[config.mk]
export PLATFORM = sky130hd
export DESIGN_NAME = llc_set_counter
export DESIGN_NICKNAME = d
export VERILOG_FILES = /design/src/hw/llc_set_counter.sv
export SDC_FILE = /design/constraint.sdc
export NUM_CORES = 1
export LEC_CHECK = 0
export BUFFER_PORTS_ARGS = -buffer_cell sky130_fd_sc_hd__buf_2
export CAP_MARGIN = 20
export CORE_AREA = 5 5 42 44
export CTS_CLUSTER_DIAMETER = 200
export DETAILED_ROUTE_END_ITERATION = 8
export DIE_AREA = 0 0 47 49
export PLACE_DENSITY = 0.3
export RECOVER_POWER = 100
export SYNTH_ARGS = -nofsm -noshare
export SYNTH_HDL_FRONTEND = slang
export SYNTH_SLANG_ARGS = --single-unit
export TNS_END_PERCENT = 50
[constraint.sdc]
create_clock -name clk -period 1.27 [get_ports clk]
set_input_delay 0.254 -clock clk [delete_from_list [all_inputs] [get_ports clk]]
set_output_delay 0.254 -clock clk [all_outputs]
set_load 0.02 [all_outputs]
[src/hw/llc_set_counter.sv]
// set index walker for the flush, wraps so each flush starts at set 0
`timescale 1ns/1ps
`default_nettype none

module llc_set_counter #(
    parameter int LLC_SETS = 16,
    localparam int SET_BITS = $clog2(LLC_SETS)
) (
    input  logic                clk,
    input  logic                rst_n,
    input  logic                en,
    output logic [SET_BITS-1:0] set,
    output logic                last
);

    assign last = (set == SET_BITS'(LLC_SETS - 1));

    always_ff @(posedge clk) begin
        if (!rst_n) begin
            set <= '0;
        end else if (en) begin
            set <= last ? '0 : set + 1'b1;
        end
    end

    a_set_in_range: assert property (@(posedge clk) disable iff (!rst_n)
        int'(set) <= LLC_SETS - 1);

endmodule

`default_nettype wire

==> qor.txt <==
htree depth - 1
Post-Syn Area per Cell - 10.50 sq um
number of global-route vias before repair - 221
drt initial violations - 1
Most flops, register - set
Global Route Usage Sum - 5.771%
Worst Path Max Fanout - 2
per-cell routed wire length - 10.64 um
flops & latches, synth - 4
Multi-input gate area - 126.4 sq um
die area - 2303 sq um
clk root buf - clkbuf_4
kind of critical path - reg -> out
chip width - 47 um
most common cell after layout, fill and taps aside - clkbuf_1
global route overflow - 0
worst path arrival time - 0.98 ns
initial core utilization - 13.48%
Synth-to-Final Area Change - 62.91%
most frequent cells in the layout - 5 x clkbuf_1, 3 x clkbuf_4, 3 x dfxtp_2
Max Cap Viol - 0
RSZ-0062 raised after global routing - false
relative slew slack - 82.31%
Post-Syn Nets - 22
DRC violation count after routing - 0
pre-CTS WS - 0.1631 ns
Hold Fails Final Rpt - 0
ANT cells - 0
routed wire length - 500 um
flop2flop setup slack - 0.20 ns
wl on met1 - 227 um
startpoint types - flop
Regs by FF count - set (4)
clock sink total - 4
storage element area - 83.83 sq um
power per standard cell area - 1121 nW/um^2
worst setup margin - 0.03932 ns
worst slew pin tran - 0.2664 ns
worst r2r src - set[1]
initial antenna violation count - 0
Worst Skew - 0.002896 ns
synth warn - 0
number of flip-flops in the largest register - 4
# IOs - 8
DR vias/cell - 4.170
hold worst-path end - set[2]
crit path time final - 1.231 ns
largest net degree at the start of global routing - 7
fill count - 162
worst r2r path cells - 5
layout cells sized above 1 - 45.16%
CTS Hold Bufs - 0
Final Max Slew Viols - 0
setup TNS - 0 ns
total CTS buffers - 3
status - completed
DPL Wire Length - 375.1 um
Final setup viols - 0
clk_lat worst skew - 0.23 ns
hold path depth - 2
Peak VDD IR - 0.0003840 V
Hold Path Class - in -> reg
routed length on met3 - 68 um
Worst EP required - 1.02 ns
crit end category - output pin
CTS max path bufs - 2
highest metal used - met3
Post-DRT Antenna Nets - 0
reg-to-reg endpoint - set[2]
first-pass GRT wire length - 903 um
Die Span Y - 49 um
nets@finish - 37
Fmax - 812.6 MHz
distinct cell type count after synthesis - 13
WL met2 - 204 um
post-synthesis sequential area ratio - 42.38%
Netlist Area Pre-Place - 188.9 sq um
placement row count - 14
CTS tree - yes
Reg clk slew, reported paths - 0.04 ns
Post-Syn Instances - 18
hold path startpoint - rst_n
DR pass1 iterations - 4
vias - 196
routability cong. - 0.6091
Core Area - 1401 sq um
count of input and output buffers - 7
leakage power - 0.1350 nW
Tcrit/Tclk final - 96.90%
-- synthesized netlist by cell type --
cell     count  area (sq um)
ha_1         1         12.51
dfxtp_1      4         80.08
and2_1       1         6.260
a41o_1       1         10.01
nand3_1      1         5.000
xnor2_1      1         8.760
nand2_2      1         6.260
a21oi_1      1         5.000
a31oi_1      1         6.260
and3_1       1         6.260
o211a_1      1         10.01
mux2i_1      2         20.02
nor2b_1      2         12.51
-- worst max path at each step --
stage,endpoint,slack [ns],cells past startpoint,from
3_3_place_gp,set[2],0.17,5,set[1]
5_1_grt,last,0.004,3,set[1]
6_report,last,0.04,3,set[1]
3_5_place_dp,last,0.16,3,set[1]
4_1_cts,last,0.01,3,set[0]
2_1_floorplan,last,0.008,2,set[1]
-- critical path: stages (launching register included) --
cell and delay, ns:
dfxtp_2 0.34, ha_4 0.13, and3_4 0.16, buf_6 0.11
-- area by class of cell --
type / instances / area share (%)
tap: 16 / 6.504
timing repair buffer: 10 / 17.89
clock buffer: 3 / 7.317
multi-input combinational: 14 / 41.06
sequential: 4 / 27.24
-- timing repair --
action	4_1_cts	5_1_grt
hold endpoints to repair	0	0
buffers inserted	1	0
resized for setup	4	3
pin swaps	1	1
setup endpoints to repair	1	1
-- through the flow --
step | instances | utilization (%) | instance area (sq um) | power (mW) | hold WS (ns)
2_1_floorplan | 18 | - | 190.2 | 0.1644 | 0.3757
3_3_place_gp | 43 | 18.57 | 260.3 | 0.1862 | 0.5113
3_5_place_dp | 43 | 18.57 | 260.3 | 0.1864 | 0.5163
4_1_cts | 47 | 21.43 | 300.3 | 0.3502 | 0.2670
5_1_grt | 47 | 21.96 | 307.8 | 0.3637 | 0.2873
6_report | 47 | 21.96 | 307.8 | 0.3450 | 0.2649
-- cells by family after synthesis --
| kind of cell | count (synthesis) | synth area share, % |
|---|---|---|
| AND/OR/NAND/NOR | 6 | 19.21 |
| AO/OA/AOI/OAI | 4 | 16.56 |
| flip-flops | 4 | 42.39 |
| multiplexers | 2 | 10.60 |
| XOR/XNOR | 1 | 4.637 |
| adder cells (fa/ha/maj) | 1 | 6.621 |
-- routing by layer --
layer | global-route usage (%) | up-vias
met1 | 6.579 | 94
met4 | 5.530 | 0
met2 | 6.561 | 7
met5 | 0 | -
met3 | 4.059 | 0
li1 | - | 95
-- power by group --
| group | leakage, nW | internal [mW] | total [mW] | switching, mW |
|---|---|---|---|---|
| Combinational | 0.0874 | 0.0236 | 0.0508 | 0.0272 |
| Sequential | 0.0338 | 0.134 | 0.140 | 0.00653 |
| Clock | 0.0138 | 0.105 | 0.154 | 0.0485 |
| Total | 0.135 | 0.263 | 0.345 | 0.0822 |
(Power assumes the default switching activity.)
