--- config.mk ---
export PLATFORM = sky130hd
export DESIGN_NAME = llc_flush_ctrl_flat
export DESIGN_NICKNAME = d
export VERILOG_FILES = /design/src/hw/llc_pkg.sv /design/src/hw/llc_mem_if.sv /design/src/hw/llc_flush_ctrl.sv /design/src/flat_wrapper.sv
export SDC_FILE = /design/constraint.sdc
export NUM_CORES = 1
export LEC_CHECK = 0
export BUFFER_PORTS_ARGS = -buffer_cell sky130_fd_sc_hd__buf_2
export CAP_MARGIN = 20
export CORE_AREA = 2 2 145 147
export DETAILED_ROUTE_END_ITERATION = 10
export DIE_AREA = 0 0 147 149
export GPL_TIMING_DRIVEN = 0
export SYNTH_ARGS = -nofsm -noshare
export SYNTH_HDL_FRONTEND = slang
export SYNTH_SLANG_ARGS = --single-unit
--- constraint.sdc ---
create_clock -name clk -period 1.6 [get_ports clk]
set_input_delay 0.32 -clock clk [delete_from_list [all_inputs] [get_ports clk]]
set_output_delay 0.32 -clock clk [all_outputs]
set_load 0.01 [all_outputs]
--- src/hw/llc_pkg.sv ---
// field widths and types shared by the LLC local memory
// state code zero is taken as invalid, so a flush writes zeros
`default_nettype none

package llc_pkg;

    localparam int LLC_TAG_BITS     = 16;
    localparam int LLC_LINE_BITS    = 128;
    localparam int LLC_OWNER_BITS   = 4;
    localparam int LLC_SHARERS_BITS = 16;
    localparam int LLC_STATE_BITS   = 3;

    typedef logic [LLC_TAG_BITS-1:0]     llc_tag_t;
    typedef logic [LLC_LINE_BITS-1:0]    line_t;
    typedef logic [LLC_OWNER_BITS-1:0]   owner_t;
    // one presence bit per sharing cache
    typedef logic [LLC_SHARERS_BITS-1:0] sharers_t;
    typedef logic                        hprot_t;
    typedef logic [LLC_STATE_BITS-1:0]   llc_state_t;

    localparam llc_state_t LLC_STATE_INVALID = '0;

endpackage

`default_nettype wire

--- src/hw/llc_mem_if.sv ---
// command bus from the flush controller to the storage arrays
// LLC_WAYS must be at least 2 and LLC_SETS a power of two
`timescale 1ns/1ps
`default_nettype none

interface llc_mem_if #(
    parameter int LLC_WAYS = 4,
    parameter int LLC_SETS = 16
) ();

    logic [$clog2(LLC_SETS)-1:0] set;
    logic                        rd_en;
    // one-hot full write, all-ones clear during a flush
    logic [LLC_WAYS-1:0]         wr_ways;
    logic [LLC_WAYS-1:0]         clr_ways;
    logic                        wr_evict;

    llc_pkg::llc_tag_t           tag;
    llc_pkg::llc_state_t         state;
    llc_pkg::sharers_t           sharers;
    llc_pkg::owner_t             owner;
    llc_pkg::hprot_t             hprot;
    logic                        dirty;
    llc_pkg::line_t              line;
    logic [$clog2(LLC_WAYS)-1:0] evict_way;

    modport ctrl (
        output set, rd_en, wr_ways, clr_ways, wr_evict,
        output tag, state, sharers, owner, hprot, dirty, line, evict_way
    );

    modport mem (
        input set, rd_en, wr_ways, clr_ways, wr_evict,
        input tag, state, sharers, owner, hprot, dirty, line, evict_way
    );

endinterface

`default_nettype wire

--- src/hw/llc_flush_ctrl.sv ---
// flush sequencer, user commands are dropped while busy is high
// a flush_req that arrives during a flush is ignored
`timescale 1ns/1ps
`default_nettype none

module llc_flush_ctrl #(
    parameter int LLC_WAYS = 4,
    parameter int LLC_SETS = 16,
    localparam int WAY_BITS = $clog2(LLC_WAYS),
    localparam int SET_BITS = $clog2(LLC_SETS)
) (
    input  logic                clk,
    input  logic                rst_n,
    input  logic                flush_req,
    input  logic                rd_en,
    input  logic                wr_en,
    input  logic                wr_en_evict_way,
    input  logic [SET_BITS-1:0] set_in,
    input  logic [WAY_BITS-1:0] way,
    input  llc_pkg::llc_tag_t   wr_data_tag,
    input  llc_pkg::llc_state_t wr_data_state,
    input  llc_pkg::sharers_t   wr_data_sharers,
    input  llc_pkg::owner_t     wr_data_owner,
    input  llc_pkg::hprot_t     wr_data_hprot,
    input  logic                wr_data_dirty_bit,
    input  llc_pkg::line_t      wr_data_line,
    input  logic [WAY_BITS-1:0] wr_data_evict_way,
    output logic                cnt_en,
    input  logic [SET_BITS-1:0] cnt_set,
    input  logic                cnt_last,
    output logic                busy,
    llc_mem_if.ctrl             mem_if
);

    localparam logic FLUSH = 1'b0;
    localparam logic IDLE  = 1'b1;

    logic state;
    logic state_next;

    // reset lands in FLUSH so the arrays are cleared on the way out
    always_ff @(posedge clk) begin
        if (!rst_n) begin
            state <= FLUSH;
        end else begin
            state <= state_next;
        end
    end

    always_comb begin
        state_next = state;
        case (state)
            FLUSH:   if (cnt_last) state_next = IDLE;
            default: if (flush_req) state_next = FLUSH;
        endcase
    end

    assign busy   = (state == FLUSH);
    assign cnt_en = (state == FLUSH);

    always_comb begin
        mem_if.set      = set_in;
        mem_if.rd_en    = 1'b0;
        mem_if.wr_ways  = '0;
        mem_if.clr_ways = '0;
        mem_if.wr_evict = 1'b0;
        if (state == FLUSH) begin
            mem_if.set      = cnt_set;
            mem_if.clr_ways = '1;
        end else begin
            mem_if.rd_en    = rd_en;
            mem_if.wr_evict = wr_en_evict_way;
            // way decoded to a one-hot write mask
            mem_if.wr_ways  = LLC_WAYS'(wr_en) << way;
        end
    end

    assign mem_if.tag       = wr_data_tag;
    assign mem_if.state     = wr_data_state;
    assign mem_if.sharers   = wr_data_sharers;
    assign mem_if.owner     = wr_data_owner;
    assign mem_if.hprot     = wr_data_hprot;
    assign mem_if.dirty     = wr_data_dirty_bit;
    assign mem_if.line      = wr_data_line;
    assign mem_if.evict_way = wr_data_evict_way;

    // user writes never reach the arrays while the flush owns the set index
    a_no_wr_in_flush: assert property (@(posedge clk) disable iff (!rst_n)
        (state == FLUSH) |-> (mem_if.wr_ways == '0));

endmodule

`default_nettype wire

--- src/flat_wrapper.sv ---
// flat-port wrapper written by rule: the top's interface ports become plain ports
module llc_flush_ctrl_flat 
#(
    parameter int LLC_WAYS = 4,
    parameter int LLC_SETS = 16,
    localparam int WAY_BITS = $clog2(LLC_WAYS),
    localparam int SET_BITS = $clog2(LLC_SETS)
)
  (clk, rst_n, flush_req, rd_en, wr_en, wr_en_evict_way, set_in, way, wr_data_tag, wr_data_state, wr_data_sharers, wr_data_owner, wr_data_hprot, wr_data_dirty_bit, wr_data_line, wr_data_evict_way, cnt_en, cnt_set, cnt_last, busy, mem_if_set, mem_if_rd_en, mem_if_wr_ways, mem_if_clr_ways, mem_if_wr_evict, mem_if_tag, mem_if_state, mem_if_sharers, mem_if_owner, mem_if_hprot, mem_if_dirty, mem_if_line, mem_if_evict_way);
  llc_mem_if #(.LLC_WAYS(LLC_WAYS), .LLC_SETS(LLC_SETS)) mem_if_i ();
  input  logic clk;
  input  logic rst_n;
  input  logic flush_req;
  input  logic rd_en;
  input  logic wr_en;
  input  logic wr_en_evict_way;
  input  logic [SET_BITS-1:0] set_in;
  input  logic [WAY_BITS-1:0] way;
  input  llc_pkg::llc_tag_t wr_data_tag;
  input  llc_pkg::llc_state_t wr_data_state;
  input  llc_pkg::sharers_t wr_data_sharers;
  input  llc_pkg::owner_t wr_data_owner;
  input  llc_pkg::hprot_t wr_data_hprot;
  input  logic wr_data_dirty_bit;
  input  llc_pkg::line_t wr_data_line;
  input  logic [WAY_BITS-1:0] wr_data_evict_way;
  output logic cnt_en;
  input  logic [SET_BITS-1:0] cnt_set;
  input  logic cnt_last;
  output logic busy;
  output wire logic [$bits(mem_if_i.set)-1:0] mem_if_set;
  output wire logic [$bits(mem_if_i.rd_en)-1:0] mem_if_rd_en;
  output wire logic [$bits(mem_if_i.wr_ways)-1:0] mem_if_wr_ways;
  output wire logic [$bits(mem_if_i.clr_ways)-1:0] mem_if_clr_ways;
  output wire logic [$bits(mem_if_i.wr_evict)-1:0] mem_if_wr_evict;
  output wire logic [$bits(mem_if_i.tag)-1:0] mem_if_tag;
  output wire logic [$bits(mem_if_i.state)-1:0] mem_if_state;
  output wire logic [$bits(mem_if_i.sharers)-1:0] mem_if_sharers;
  output wire logic [$bits(mem_if_i.owner)-1:0] mem_if_owner;
  output wire logic [$bits(mem_if_i.hprot)-1:0] mem_if_hprot;
  output wire logic [$bits(mem_if_i.dirty)-1:0] mem_if_dirty;
  output wire logic [$bits(mem_if_i.line)-1:0] mem_if_line;
  output wire logic [$bits(mem_if_i.evict_way)-1:0] mem_if_evict_way;
  assign mem_if_set = mem_if_i.set;
  assign mem_if_rd_en = mem_if_i.rd_en;
  assign mem_if_wr_ways = mem_if_i.wr_ways;
  assign mem_if_clr_ways = mem_if_i.clr_ways;
  assign mem_if_wr_evict = mem_if_i.wr_evict;
  assign mem_if_tag = mem_if_i.tag;
  assign mem_if_state = mem_if_i.state;
  assign mem_if_sharers = mem_if_i.sharers;
  assign mem_if_owner = mem_if_i.owner;
  assign mem_if_hprot = mem_if_i.hprot;
  assign mem_if_dirty = mem_if_i.dirty;
  assign mem_if_line = mem_if_i.line;
  assign mem_if_evict_way = mem_if_i.evict_way;
  llc_flush_ctrl #(.LLC_WAYS(LLC_WAYS), .LLC_SETS(LLC_SETS)) u_core (.clk(clk), .rst_n(rst_n), .flush_req(flush_req), .rd_en(rd_en), .wr_en(wr_en), .wr_en_evict_way(wr_en_evict_way), .set_in(set_in), .way(way), .wr_data_tag(wr_data_tag), .wr_data_state(wr_data_state), .wr_data_sharers(wr_data_sharers), .wr_data_owner(wr_data_owner), .wr_data_hprot(wr_data_hprot), .wr_data_dirty_bit(wr_data_dirty_bit), .wr_data_line(wr_data_line), .wr_data_evict_way(wr_data_evict_way), .cnt_en(cnt_en), .cnt_set(cnt_set), .cnt_last(cnt_last), .busy(busy), .mem_if(mem_if_i));
endmodule
==> results.cfg <==
[run_status]
outcome = completed

[logic_synthesis]
synthesis.nets = 383
syn_inst = 195
yosys.area.top_type = buf_4
synth.area.top_cells = buf_4 (89%), mux2_4 (4.1%), dfxtp_1 (1.4%), and2_2 (1.0%), buf_6 (0.76%)
synth_top_area_frac = 0.891
ys_warn_count = 0
synth_seq_area_share = 0.0135
syn-cell-area_um2 = 1480
ys_seq_elements = 1
postSynthAreaPerCell_um2 = 7.60
yosysUniqueCellTypes = 13

[sta]
fin_skew_ns = 0
worstMarginPinSlew_ns = 0.195
hold_viol_final = 0
drv_slew = 0
hold_slack_ns = 0.548
tns_ns = 0
post-route-period-util = 0.776
rsz0062_at_grt = no
slew_headroom = 0.870
finalCriticalPeriod_ns = 1.24
finalSetupViolCount = 0
fmax_mhz = 806

[clocking]
clk_latency_ns = 0
hold_buffers = 0
clkSlewWorstSetupHoldPaths_ns = 0
cts_resized = 0
cts_setup_buffers = 0

[route]
drt_wl_total_um = 6270
vias_per_cell = 2.53
routedWlPerCell_um = 9.31
dr.pass1.iters = 3
first_iter_violations = 30
drc = 0
vias = 1703
drtAntennaViolNets = 0

[worst_setup_path]
worstPathMaxFanout = 10
end_kind = output port
cp-start-kind = flip-flop
reg2reg_from = u_core.state$_SDFF_PN0_
path_class = flip-flop to output port
cp.arrival_ns = 0.92
reg2reg_setup_slack_ns = 0.81
r2r-end = u_core.state$_SDFF_PN0_
required_ns = 1.28
reg2reg_depth = 3

[finish]
syn_to_final_growth_pct = 91.9
final_cell_mix = buf_2 (203), buf_4 (176), mux2_4 (4)
largest_reg_flops = 1
final_common_cell = buf_2
regArea_um2 = 20.0
drive_gt1_frac = 0.970
final_cells = 674
fillCellCount = 2353
largestRegisters = u_core.state x1
multi_input_area_um2 = 123
top_register = u_core.state
layout.nets = 588

[power]
p_seq_frac = 0.035
clkPwrFrac = 0
switching_share = 0.379
combPwrFrac = 0.965
powerDensity_nw_per_um2 = 280
p_leak_nw = 1.72
netSwitchingPower_w = 0.000302
vdd_drop_max_uv = 65.7
internal-power_w = 0.000496

[place]
numPortBuffers = 203
place_congestion = 0.899
numPlacedInstances = 673
dp_hpwl_um = 6090

[global_routing]
grt_pass1_wl_um = 7620
grt_usage = 0.0449
grt-ovfl-total = 0
grt_antenna_before_repair = 2
grt_pass1_vias = 1469
grt_max_degree = 11

[floorplanning]
boundaryPins = 375
die_x_um = 147
core_um2 = 20600
die_h_um = 149
row_count = 53
die_area_um2 = 21900
start_util = 0.0721

[hold_path]
holdPathStages = 2
holdCritPathClass = flip-flop to flip-flop
min_to = u_core.state$_SDFF_PN0_
hp-start = u_core.state$_SDFF_PN0_

[job]
cap_violations = 0
## worst max path at each step
stage                     cells past startpoint                    start           endpoint
after floorplan                               3  u_core.state$_SDFF_PN0_  mem_if_wr_ways[0]
after global placement                        3  u_core.state$_SDFF_PN0_      mem_if_set[0]
after detailed placement                      3  u_core.state$_SDFF_PN0_      mem_if_set[0]
after CTS                                     3  u_core.state$_SDFF_PN0_      mem_if_set[0]
after global routing                          4  u_core.state$_SDFF_PN0_  mem_if_wr_ways[0]
final                                         3  u_core.state$_SDFF_PN0_      mem_if_set[0]
## final cells by class
class | count | share of cell area
plain buffers | 177 | 0.468
repair buffers | 203 | 0.357
well taps | 275 | 0.121
multi-input cells | 15 | 0.0431
flip-flops and latches | 1 | 0.00704
inverters | 2 | 0.00264
diodes | 1 | 0.000880
## cell usage after synthesis, drive strengths merged
cell type	number
inv	2
a21boi	1
nand2	1
nor2	2
mux2	4
and2	2
nand2b	1
nor3	2
nand3	1
or2b	1
buf	177
dfxtp	1
## stage by stage
| stage | power [W] | setup slack (ns) | util | area [µm²] |
|---|---|---|---|---|
| 6_report | 0.000798 | 0.359 | 0.138 | 2850 |
| 5_1_grt | 0.000851 | 0.314 | 0.138 | 2840 |
| 4_1_cts | 0.000809 | 0.344 | 0.138 | 2840 |
| 3_5_place_dp | 0.000807 | 0.334 | 0.138 | 2840 |
| 3_3_place_gp | 0.000804 | 0.346 | 0.138 | 2840 |
| 2_1_floorplan | 0.000529 | 0.508 | - | 1480 |
## worst max-delay path: stages, from the launching register on
cell     delay, ns
dfxtp_1       0.31
buf_6         0.15
mux2_4        0.31
buf_2         0.14
## power by group through the flow
stage	Combinational, W	Clock [W]	Sequential [W]
4_1_cts	0.000781	0	0.0000283
6_report	0.000769	0.0000000000835	0.0000283
5_1_grt	0.000823	0	0.0000285
3_5_place_dp	0.000779	0	0.0000285
2_1_floorplan	0.000500	0	0.0000282
3_3_place_gp	0.000776	0	0.0000283
## per-layer routing
metal | vias to the layer above | global-route usage | share of wire
li1 | 822 | - | -
met1 | 679 | 0.0456 | 0.31
met2 | 198 | 0.0969 | 0.55
met3 | 2 | 0.0104 | 0.14
met4 | 2 | 0 | 0.00016
met5 | - | 0 | 0.0019
## cells by family after synthesis
group | count (synthesis) | share of synthesized area
AO/OA/AOI/OAI | 1 | 0.00507
flip-flops | 1 | 0.0135
buffers and inverters | 179 | 0.904
multiplexers | 4 | 0.0405
AND/OR/NAND/NOR | 10 | 0.0371
Power figures use the tool's default switching activity.
