==> src/hw/llc_pkg.sv <==
// field widths and types shared by the LLC local memory
// state code zero is taken as invalid, so a flush writes zeros
`default_nettype none

package llc_pkg;

    localparam int LLC_TAG_BITS     = 16;
    localparam int LLC_LINE_BITS    = 128;
    localparam int LLC_OWNER_BITS   = 4;
    localparam int LLC_SHARERS_BITS = 16;
    localparam int LLC_STATE_BITS   = 3;

    typedef logic [LLC_TAG_BITS-1:0]     llc_tag_t;
    typedef logic [LLC_LINE_BITS-1:0]    line_t;
    typedef logic [LLC_OWNER_BITS-1:0]   owner_t;
    // one presence bit per sharing cache
    typedef logic [LLC_SHARERS_BITS-1:0] sharers_t;
    typedef logic                        hprot_t;
    typedef logic [LLC_STATE_BITS-1:0]   llc_state_t;

    localparam llc_state_t LLC_STATE_INVALID = '0;

endpackage

`default_nettype wire

==> src/hw/llc_mem_if.sv <==
// command bus from the flush controller to the storage arrays
// LLC_WAYS must be at least 2 and LLC_SETS a power of two
`timescale 1ns/1ps
`default_nettype none

interface llc_mem_if #(
    parameter int LLC_WAYS = 4,
    parameter int LLC_SETS = 16
) ();

    logic [$clog2(LLC_SETS)-1:0] set;
    logic                        rd_en;
    // one-hot full write, all-ones clear during a flush
    logic [LLC_WAYS-1:0]         wr_ways;
    logic [LLC_WAYS-1:0]         clr_ways;
    logic                        wr_evict;

    llc_pkg::llc_tag_t           tag;
    llc_pkg::llc_state_t         state;
    llc_pkg::sharers_t           sharers;
    llc_pkg::owner_t             owner;
    llc_pkg::hprot_t             hprot;
    logic                        dirty;
    llc_pkg::line_t              line;
    logic [$clog2(LLC_WAYS)-1:0] evict_way;

    modport ctrl (
        output set, rd_en, wr_ways, clr_ways, wr_evict,
        output tag, state, sharers, owner, hprot, dirty, line, evict_way
    );

    modport mem (
        input set, rd_en, wr_ways, clr_ways, wr_evict,
        input tag, state, sharers, owner, hprot, dirty, line, evict_way
    );

endinterface

`default_nettype wire

==> src/hw/llc_evict_mem.sv <==
// evict-way pointer, one per set, kept across a flush
`timescale 1ns/1ps
`default_nettype none

module llc_evict_mem #(
    parameter int LLC_WAYS = 4,
    parameter int LLC_SETS = 16,
    localparam int WAY_BITS = $clog2(LLC_WAYS)
) (
    input  logic                clk,
    input  logic                rst_n,
    llc_mem_if.mem              mem_if,
    output logic [WAY_BITS-1:0] rd_evict_way
);

    logic [WAY_BITS-1:0] evict_mem [LLC_SETS];

    always_ff @(posedge clk) begin
        if (mem_if.wr_evict) begin
            evict_mem[mem_if.set] <= mem_if.evict_way;
        end
    end

    always_ff @(posedge clk) begin
        if (!rst_n) begin
            rd_evict_way <= '0;
        end else if (mem_if.rd_en) begin
            rd_evict_way <= evict_mem[mem_if.set];
        end
    end

endmodule

`default_nettype wire

==> src/flat_wrapper.sv <==
// flat-port wrapper written by rule: the top's interface ports become plain ports
module llc_evict_mem_flat 
#(
    parameter int LLC_WAYS = 4,
    parameter int LLC_SETS = 16,
    localparam int WAY_BITS = $clog2(LLC_WAYS)
)
  (clk, rst_n, rd_evict_way, mem_if_set, mem_if_rd_en, mem_if_wr_ways, mem_if_clr_ways, mem_if_wr_evict, mem_if_tag, mem_if_state, mem_if_sharers, mem_if_owner, mem_if_hprot, mem_if_dirty, mem_if_line, mem_if_evict_way);
  llc_mem_if #(.LLC_WAYS(LLC_WAYS), .LLC_SETS(LLC_SETS)) mem_if_i ();
  input  logic clk;
  input  logic rst_n;
  output logic [WAY_BITS-1:0] rd_evict_way;
  input wire logic [$bits(mem_if_i.set)-1:0] mem_if_set;
  input wire logic [$bits(mem_if_i.rd_en)-1:0] mem_if_rd_en;
  input wire logic [$bits(mem_if_i.wr_ways)-1:0] mem_if_wr_ways;
  input wire logic [$bits(mem_if_i.clr_ways)-1:0] mem_if_clr_ways;
  input wire logic [$bits(mem_if_i.wr_evict)-1:0] mem_if_wr_evict;
  input wire logic [$bits(mem_if_i.tag)-1:0] mem_if_tag;
  input wire logic [$bits(mem_if_i.state)-1:0] mem_if_state;
  input wire logic [$bits(mem_if_i.sharers)-1:0] mem_if_sharers;
  input wire logic [$bits(mem_if_i.owner)-1:0] mem_if_owner;
  input wire logic [$bits(mem_if_i.hprot)-1:0] mem_if_hprot;
  input wire logic [$bits(mem_if_i.dirty)-1:0] mem_if_dirty;
  input wire logic [$bits(mem_if_i.line)-1:0] mem_if_line;
  input wire logic [$bits(mem_if_i.evict_way)-1:0] mem_if_evict_way;
  assign mem_if_i.set = mem_if_set;
  assign mem_if_i.rd_en = mem_if_rd_en;
  assign mem_if_i.wr_ways = mem_if_wr_ways;
  assign mem_if_i.clr_ways = mem_if_clr_ways;
  assign mem_if_i.wr_evict = mem_if_wr_evict;
  assign mem_if_i.tag = mem_if_tag;
  assign mem_if_i.state = mem_if_state;
  assign mem_if_i.sharers = mem_if_sharers;
  assign mem_if_i.owner = mem_if_owner;
  assign mem_if_i.hprot = mem_if_hprot;
  assign mem_if_i.dirty = mem_if_dirty;
  assign mem_if_i.line = mem_if_line;
  assign mem_if_i.evict_way = mem_if_evict_way;
  llc_evict_mem #(.LLC_WAYS(LLC_WAYS), .LLC_SETS(LLC_SETS)) u_core (.clk(clk), .rst_n(rst_n), .mem_if(mem_if_i), .rd_evict_way(rd_evict_way));
endmodule
==> config.mk <==
export PLATFORM = sky130hd
export DESIGN_NAME = llc_evict_mem_flat
export DESIGN_NICKNAME = d
export VERILOG_FILES = /design/src/hw/llc_pkg.sv /design/src/hw/llc_mem_if.sv /design/src/hw/llc_evict_mem.sv /design/src/flat_wrapper.sv
export SDC_FILE = /design/constraint.sdc
export NUM_CORES = 1
export LEC_CHECK = 0
export BUFFER_PORTS_ARGS = -buffer_cell sky130_fd_sc_hd__buf_2
export CORE_AREA = 2 2 73 75
export CTS_CLUSTER_DIAMETER = 80
export DETAILED_ROUTE_END_ITERATION = 6
export DIE_AREA = 0 0 75 77
export PLACE_DENSITY = 0.82
export SLEW_MARGIN = 20
export SYNTH_ARGS = -nofsm -noshare
export SYNTH_HDL_FRONTEND = slang
export SYNTH_SLANG_ARGS = --single-unit
==> constraint.sdc <==
create_clock -name clk -period 1.7 [get_ports clk]
set_input_delay 0.17 -clock clk [delete_from_list [all_inputs] [get_ports clk]]
set_output_delay 0.17 -clock clk [all_outputs]
set_load 0.02 [all_outputs]
==> results.sh, run 1 <==
export IMPL_wirelength_mm=2.39
export IMPL_vias=797
export IMPL_ir_drop_uv=579
export IMPL_slowest_stage="mux4_2"
export IMPL_core_area_mm2=0.00498
export IMPL_rsz0062_at_grt="no"
export IMPL_die_y_um=77
export IMPL_finalCriticalPeriod_ns=1.51
export IMPL_synth_distinct_cells=21
export IMPL_cts_clk_slew_worst_paths_ns=0.07
export IMPL_post_cts_buffers=0
export IMPL_viasPerCell=4.55
export IMPL_drc=0
export IMPL_power_frac_comb=0.067
export IMPL_arrival_ns=1.68
export IMPL_setup_tns_ns=0
export IMPL_synth_yosys_seq_area_share=0.710
export IMPL_p_clk_frac=0.348
export IMPL_finalClockSkew_ns=0.00769
export IMPL_synth_top_area_cell="edfxtp_1"
export IMPL_switchingPower_mw=0.349
export IMPL_yosysTopAreaCellShare=0.682
export IMPL_synthesis_area_mm2=0.00141
export IMPL_setup_viol=0
export IMPL_drt_iter0_markers=52
export IMPL_cts_made_buffers=5
export IMPL_p_leak_nw=0.537
export IMPL_hold_buffers=0
export IMPL_grt_max_degree=17
export IMPL_synth_area_top_cells="edfxtp_1 (68%), mux2i_1 (5.7%), nor2_1 (4.3%)"
export IMPL_relSlewSlack=0.778
export IMPL_most_common_layout_cells="edfxtp_1 (32), nor2_1 (16), buf_2 (11)"
export IMPL_cts_path_max_buffers=2
export IMPL_cts_repair_resized=0
export IMPL_nets=291
export IMPL_fmax_mhz=662
export IMPL_finalHoldViolations=0
export IMPL_hold_path_class="in2reg"
export IMPL_cp_start_kind="flop"
export IMPL_synthCells=89
export IMPL_max_cap_violations=0
export IMPL_ys_warn_count=0
export IMPL_die_area_mm2=0.00578
export IMPL_grt_pass1_vias=793
export IMPL_crit_type="reg2reg"
export IMPL_portBuffers=11
export IMPL_antenna_cells=0
export IMPL_final_util=0.324
export IMPL_die_w_um=75
export IMPL_cts_tree="built"
export IMPL_place_gp_congestion=0.727
export IMPL_htree_levels=2
export IMPL_routedWlPerCell_um=13.6
export IMPL_switching_share=0.217
export IMPL_endpoint_kind="flop"
export IMPL_syn_num_nets=276
export IMPL_cts_root_buf="clkbuf_8"
export IMPL_yosys_register_bits=34
export IMPL_finalCritPeriodShare=0.888
export IMPL_p_seq_frac=0.585
export IMPL_boundaryPins=189
export IMPL_synth_avg_cell_area_um2=15.8
export IMPL_slowest_delay_ns=0.46
export IMPL_cts_sinks=34
export IMPL_layout_drive_gt1_share=0.190
export IMPL_grt_ovfl_total=0
export IMPL_cp_max_fo=1
export IMPL_powerDensity_mw_per_mm2=997
export IMPL_tightestPinTransition_ns=0.333
export IMPL_status="completed"
export IMPL_antenna_found_initial=0
export IMPL_dr_pass1_iters=4
export IMPL_clk_latency_ns=0.29
export IMPL_seqCellArea_mm2=0.00100
export IMPL_crit_required_ns=1.87
export IMPL_grt_usage=0.0874
export IMPL_dp_hpwl_mm=1.63
export IMPL_finalPower_mw=1.61
export IMPL_power_internal_mw=1.26
export IMPL_antenna_left=0
export IMPL_syn2layout_area_growth_pct=14.5
export IMPL_multiInputGateArea_um2=380
export IMPL_crit_chain="mux4_2, nor2b_1, a211oi_1, a211oi_1"
export IMPL_fillers=482
export IMPL_final_common_cell="edfxtp_1"
export IMPL_cp_common_cell="a211oi_1"
export IMPL_start_util=0.283
export IMPL_maxSlewViolCount=0
export IMPL_rows=26
export IMPL_grt_pass1_wl_mm=3.72
==> metal layers <==
layer / share of wire / routed length [µm] / vias up / global-route usage
met5: 0 / 0 / - / 0
li1: - / - / 374 / -
met2: 0.49 / 1180 / 23 / 0.132
met4: 0.021 / 49 / 0 / 0.0357
met1: 0.42 / 1010 / 394 / 0.107
met3: 0.062 / 147 / 6 / 0.0407
==> power groups by stage <==
stage	Clock [mW]	Sequential, mW	Combinational, mW
after global placement	0	0.958	0.106
after global routing	0.606	0.941	0.119
after detailed placement	0	0.959	0.108
final	0.559	0.940	0.108
after CTS	0.574	0.940	0.108
after floorplan	0	0.962	0.0636
==> worst paths after layout <==
path / slack (ns) / depth (start not counted) / end / start
hold reg to reg: 0.54 / 2 / u_core.rd_evict_way[0] / u_core.rd_evict_way[0]
setup reg to reg: 0.19 / 4 / u_core.rd_evict_way[1] / u_core.evict_mem[10][1]
hold / removal: 0.10 / 2 / u_core.rd_evict_way[1] / mem_if_rd_en
setup / recovery: 0.19 / 4 / u_core.rd_evict_way[1] / u_core.evict_mem[10][1]
==> per-stage QoR <==
stage,instances,hold WS [ns],area (µm²),setup slack (ns)
2_1_floorplan,89,0.264,1410,0.346
3_3_place_gp,167,0.404,1530,0.157
3_5_place_dp,167,0.405,1530,0.163
4_1_cts,175,0.0976,1610,0.197
5_1_grt,175,0.116,1610,0.0796
6_report,175,0.104,1610,0.190
==> cell type report <==
type	count	share of cell area
repair buffers	12	0.0388
multi-input cells	51	0.236
clock buffers	6	0.0450
clock inverters	2	0.00543
well taps	70	0.0543
flip-flops and latches	34	0.621
==> critical path, delay by kind of cell, from the launching register on <==
family           cells  cell delay (ns)
AND/OR/NAND/NOR      1             0.14
multiplexers         1             0.46
flip-flops           1             0.37
AO/OA/AOI/OAI        2             0.42
==> state kept, by name, indices dropped and copies added (netlist names) <==
| signal | count |
|---|---|
| u_core.rd_evict_way | 2 |
| u_core.evict_mem | 32 |
==> logic make-up after synthesis <==
group | Yosys count | share of synthesized area
AO/OA/AOI/OAI | 10 | 0.0462
buffers and inverters | 4 | 0.0195
flip-flops | 34 | 0.710
multiplexers | 12 | 0.126
AND/OR/NAND/NOR | 29 | 0.0977
==> cells in the mapped netlist <==
cell and instances:
a211oi_1 4, buf_2 1, buf_4 1, buf_6 1
clkbuf_1 1, dfxtp_1 2, edfxtp_1 32, mux2i_1 8
mux4_1 2, mux4_2 2, nand2_1 2, nand2b_1 2
nand3_1 1, nand3b_1 2, nor2_1 16, nor2b_1 2
nor3_1 2, o21ai_0 2, o22ai_1 4, or2_0 1
or3b_1 1
Note: power is estimated with default switching activity, not from simulation.
==> run 2, diff against run 1 <==
--- a/config.mk
+++ b/config.mk
@@ -10,7 +10,7 @@
 export CTS_CLUSTER_DIAMETER = 80
 export DETAILED_ROUTE_END_ITERATION = 6
 export DIE_AREA = 0 0 75 77
-export PLACE_DENSITY = 0.82
+export PLACE_DENSITY = 0.74
 export SLEW_MARGIN = 20
 export SYNTH_ARGS = -nofsm -noshare
 export SYNTH_HDL_FRONTEND = slang
==> results.sh, run 2 (synthesized netlist as in run 1, its figures left out) <==
export IMPL_grt_pass1_vias=798
export IMPL_routedWlPerCell_um=13.2
export IMPL_ir_drop_uv=679
export IMPL_grt_usage=0.0876
export IMPL_finalPower_mw=1.60
export IMPL_setup_viol=0
export IMPL_vias=790
export IMPL_endpoint_kind="flop"
export IMPL_antenna_found_initial=0
export IMPL_core_area_mm2=0.00498
export IMPL_portBuffers=11
export IMPL_p_leak_nw=0.536
export IMPL_finalHoldViolations=0
export IMPL_rows=26
export IMPL_tightestPinTransition_ns=0.309
export IMPL_cts_tree="built"
export IMPL_grt_ovfl_total=0
export IMPL_fillers=488
export IMPL_die_w_um=75
export IMPL_post_cts_buffers=0
export IMPL_crit_required_ns=1.85
export IMPL_die_area_mm2=0.00578
export IMPL_grt_pass1_wl_mm=3.72
export IMPL_cp_max_fo=1
export IMPL_p_seq_frac=0.589
export IMPL_worstReg2RegEnd="u_core.rd_evict_way[0]"
export IMPL_top_regs="u_core.evict_mem (32), u_core.rd_evict_way (2)"
export IMPL_finalCriticalPeriod_ns=1.49
export IMPL_rsz0062_at_grt="no"
export IMPL_arrival_ns=1.64
export IMPL_die_y_um=77
export IMPL_stdcell_count=175
export IMPL_relSlewSlack=0.794
export IMPL_seqCellArea_mm2=0.00100
export IMPL_max_cap_violations=0
export IMPL_finalClockSkew_ns=0.00735
export IMPL_drc=0
export IMPL_fmax_mhz=671
export IMPL_regMostFlops="u_core.evict_mem"
export IMPL_cts_made_buffers=5
export IMPL_syn2layout_area_growth_pct=14.7
export IMPL_cts_root_buf="clkbuf_8"
export IMPL_r2r_setup_slack_ns=0.21
export IMPL_boundaryPins=189
export IMPL_cts_path_max_buffers=2
export IMPL_switchingPower_mw=0.339
export IMPL_dp_hpwl_mm=1.65
export IMPL_cts_repair_resized=0
export IMPL_multiInputGateArea_um2=380
export IMPL_timing_rr_start="u_core.evict_mem[10][0]"
export IMPL_drt_iter0_markers=45
export IMPL_maxSlewViolCount=0
export IMPL_switching_share=0.212
export IMPL_finalCritPeriodShare=0.876
export IMPL_htree_levels=2
export IMPL_power_internal_mw=1.26
export IMPL_dr_pass1_iters=4
export IMPL_antenna_left=0
export IMPL_cts_clk_slew_worst_paths_ns=0.06
export IMPL_hold_buffers=0
export IMPL_wirelength_mm=2.32
export IMPL_cp_start_kind="flop"
export IMPL_clk_latency_ns=0.28
export IMPL_powerDensity_mw_per_mm2=987
export IMPL_setup_tns_ns=0
export IMPL_power_frac_comb=0.068
export IMPL_antenna_cells=0
export IMPL_start_util=0.283
export IMPL_cts_sinks=34
export IMPL_p_clk_frac=0.343
export IMPL_hold_path_class="in2reg"
export IMPL_holdPathStages=2
export IMPL_layout_drive_gt1_share=0.200
export IMPL_most_common_layout_cells="edfxtp_1 (32), nor2_1 (16), buf_2 (11)"
export IMPL_crit_type="reg2reg"
export IMPL_viasPerCell=4.51
export IMPL_worstHoldEndpoint="u_core.rd_evict_way[0]"
export IMPL_place_gp_congestion=0.722
export IMPL_grt_max_degree=17
export IMPL_largest_register_ffs=32
export IMPL_nets=291
export IMPL_status="completed"
export IMPL_hp_start="mem_if_rd_en"
export IMPL_placed_cells=167
export IMPL_final_common_cell="edfxtp_1"
export IMPL_r2r_cells=4
[run 2: changes by cell type in the layout (fill, tap and decap cells not counted)]
cell / previous run / this run
clkbuf_1: 1 / 0
clkinvlp_4: 0 / 1
[run 2: worst max-delay path, cell delays in order (launching register included)]
cell and delay (ns):
edfxtp_1 0.37, mux4_2 0.48, nor2b_1 0.14, a211oi_1 0.27, a211oi_1 0.11
[run 2: power groups by stage]
stage / clock network (mW) / registers (mW) / logic, mW
4_1_cts: 0.556 / 0.940 / 0.109
2_1_floorplan: 0 / 0.962 / 0.0636
3_3_place_gp: 0 / 0.957 / 0.105
5_1_grt: 0.585 / 0.941 / 0.119
3_5_place_dp: 0 / 0.958 / 0.108
6_report: 0.547 / 0.940 / 0.109
[run 2: cell type report]
| class | instances | share of cell area |
|---|---|---|
| flip-flops and latches | 34 | 0.619 |
| clock inverters | 3 | 0.0101 |
| well taps | 70 | 0.0542 |
| clock buffers | 5 | 0.0426 |
| multi-input cells | 51 | 0.235 |
| repair buffers | 12 | 0.0387 |
[run 2: per-stage QoR]
step | utilization | hold WS [ns] | area (µm²) | setup slack [ns]
global placement | 0.308 | 0.400 | 1530 | 0.168
global route | 0.325 | 0.137 | 1620 | 0.185
floorplan | - | 0.264 | 1410 | 0.346
finish | 0.325 | 0.134 | 1620 | 0.210
detailed placement | 0.308 | 0.415 | 1530 | 0.158
CTS | 0.325 | 0.122 | 1620 | 0.211
[run 2: worst max path at each step]
stage                             from                      to  slack (ns)  cells after the start
3_5_place_dp             mem_if_set[1]  u_core.rd_evict_way[0]        0.16                      5
4_1_cts        u_core.evict_mem[10][0]  u_core.rd_evict_way[0]        0.21                      4
5_1_grt        u_core.evict_mem[10][1]  u_core.rd_evict_way[1]        0.18                      4
2_1_floorplan            mem_if_set[3]  u_core.evict_mem[0][0]        0.35                      4
6_report       u_core.evict_mem[10][0]  u_core.rd_evict_way[0]        0.21                      4
3_3_place_gp             mem_if_set[1]  u_core.rd_evict_way[0]        0.17                      5
[run 2: layer usage]
layer | track usage | share of wire | vias up
li1 | - | - | 372
met5 | 0 | 0 | -
met2 | 0.137 | 0.49 | 13
met3 | 0.0276 | 0.035 | 3
met1 | 0.110 | 0.46 | 402
met4 | 0.0375 | 0.0099 | 0
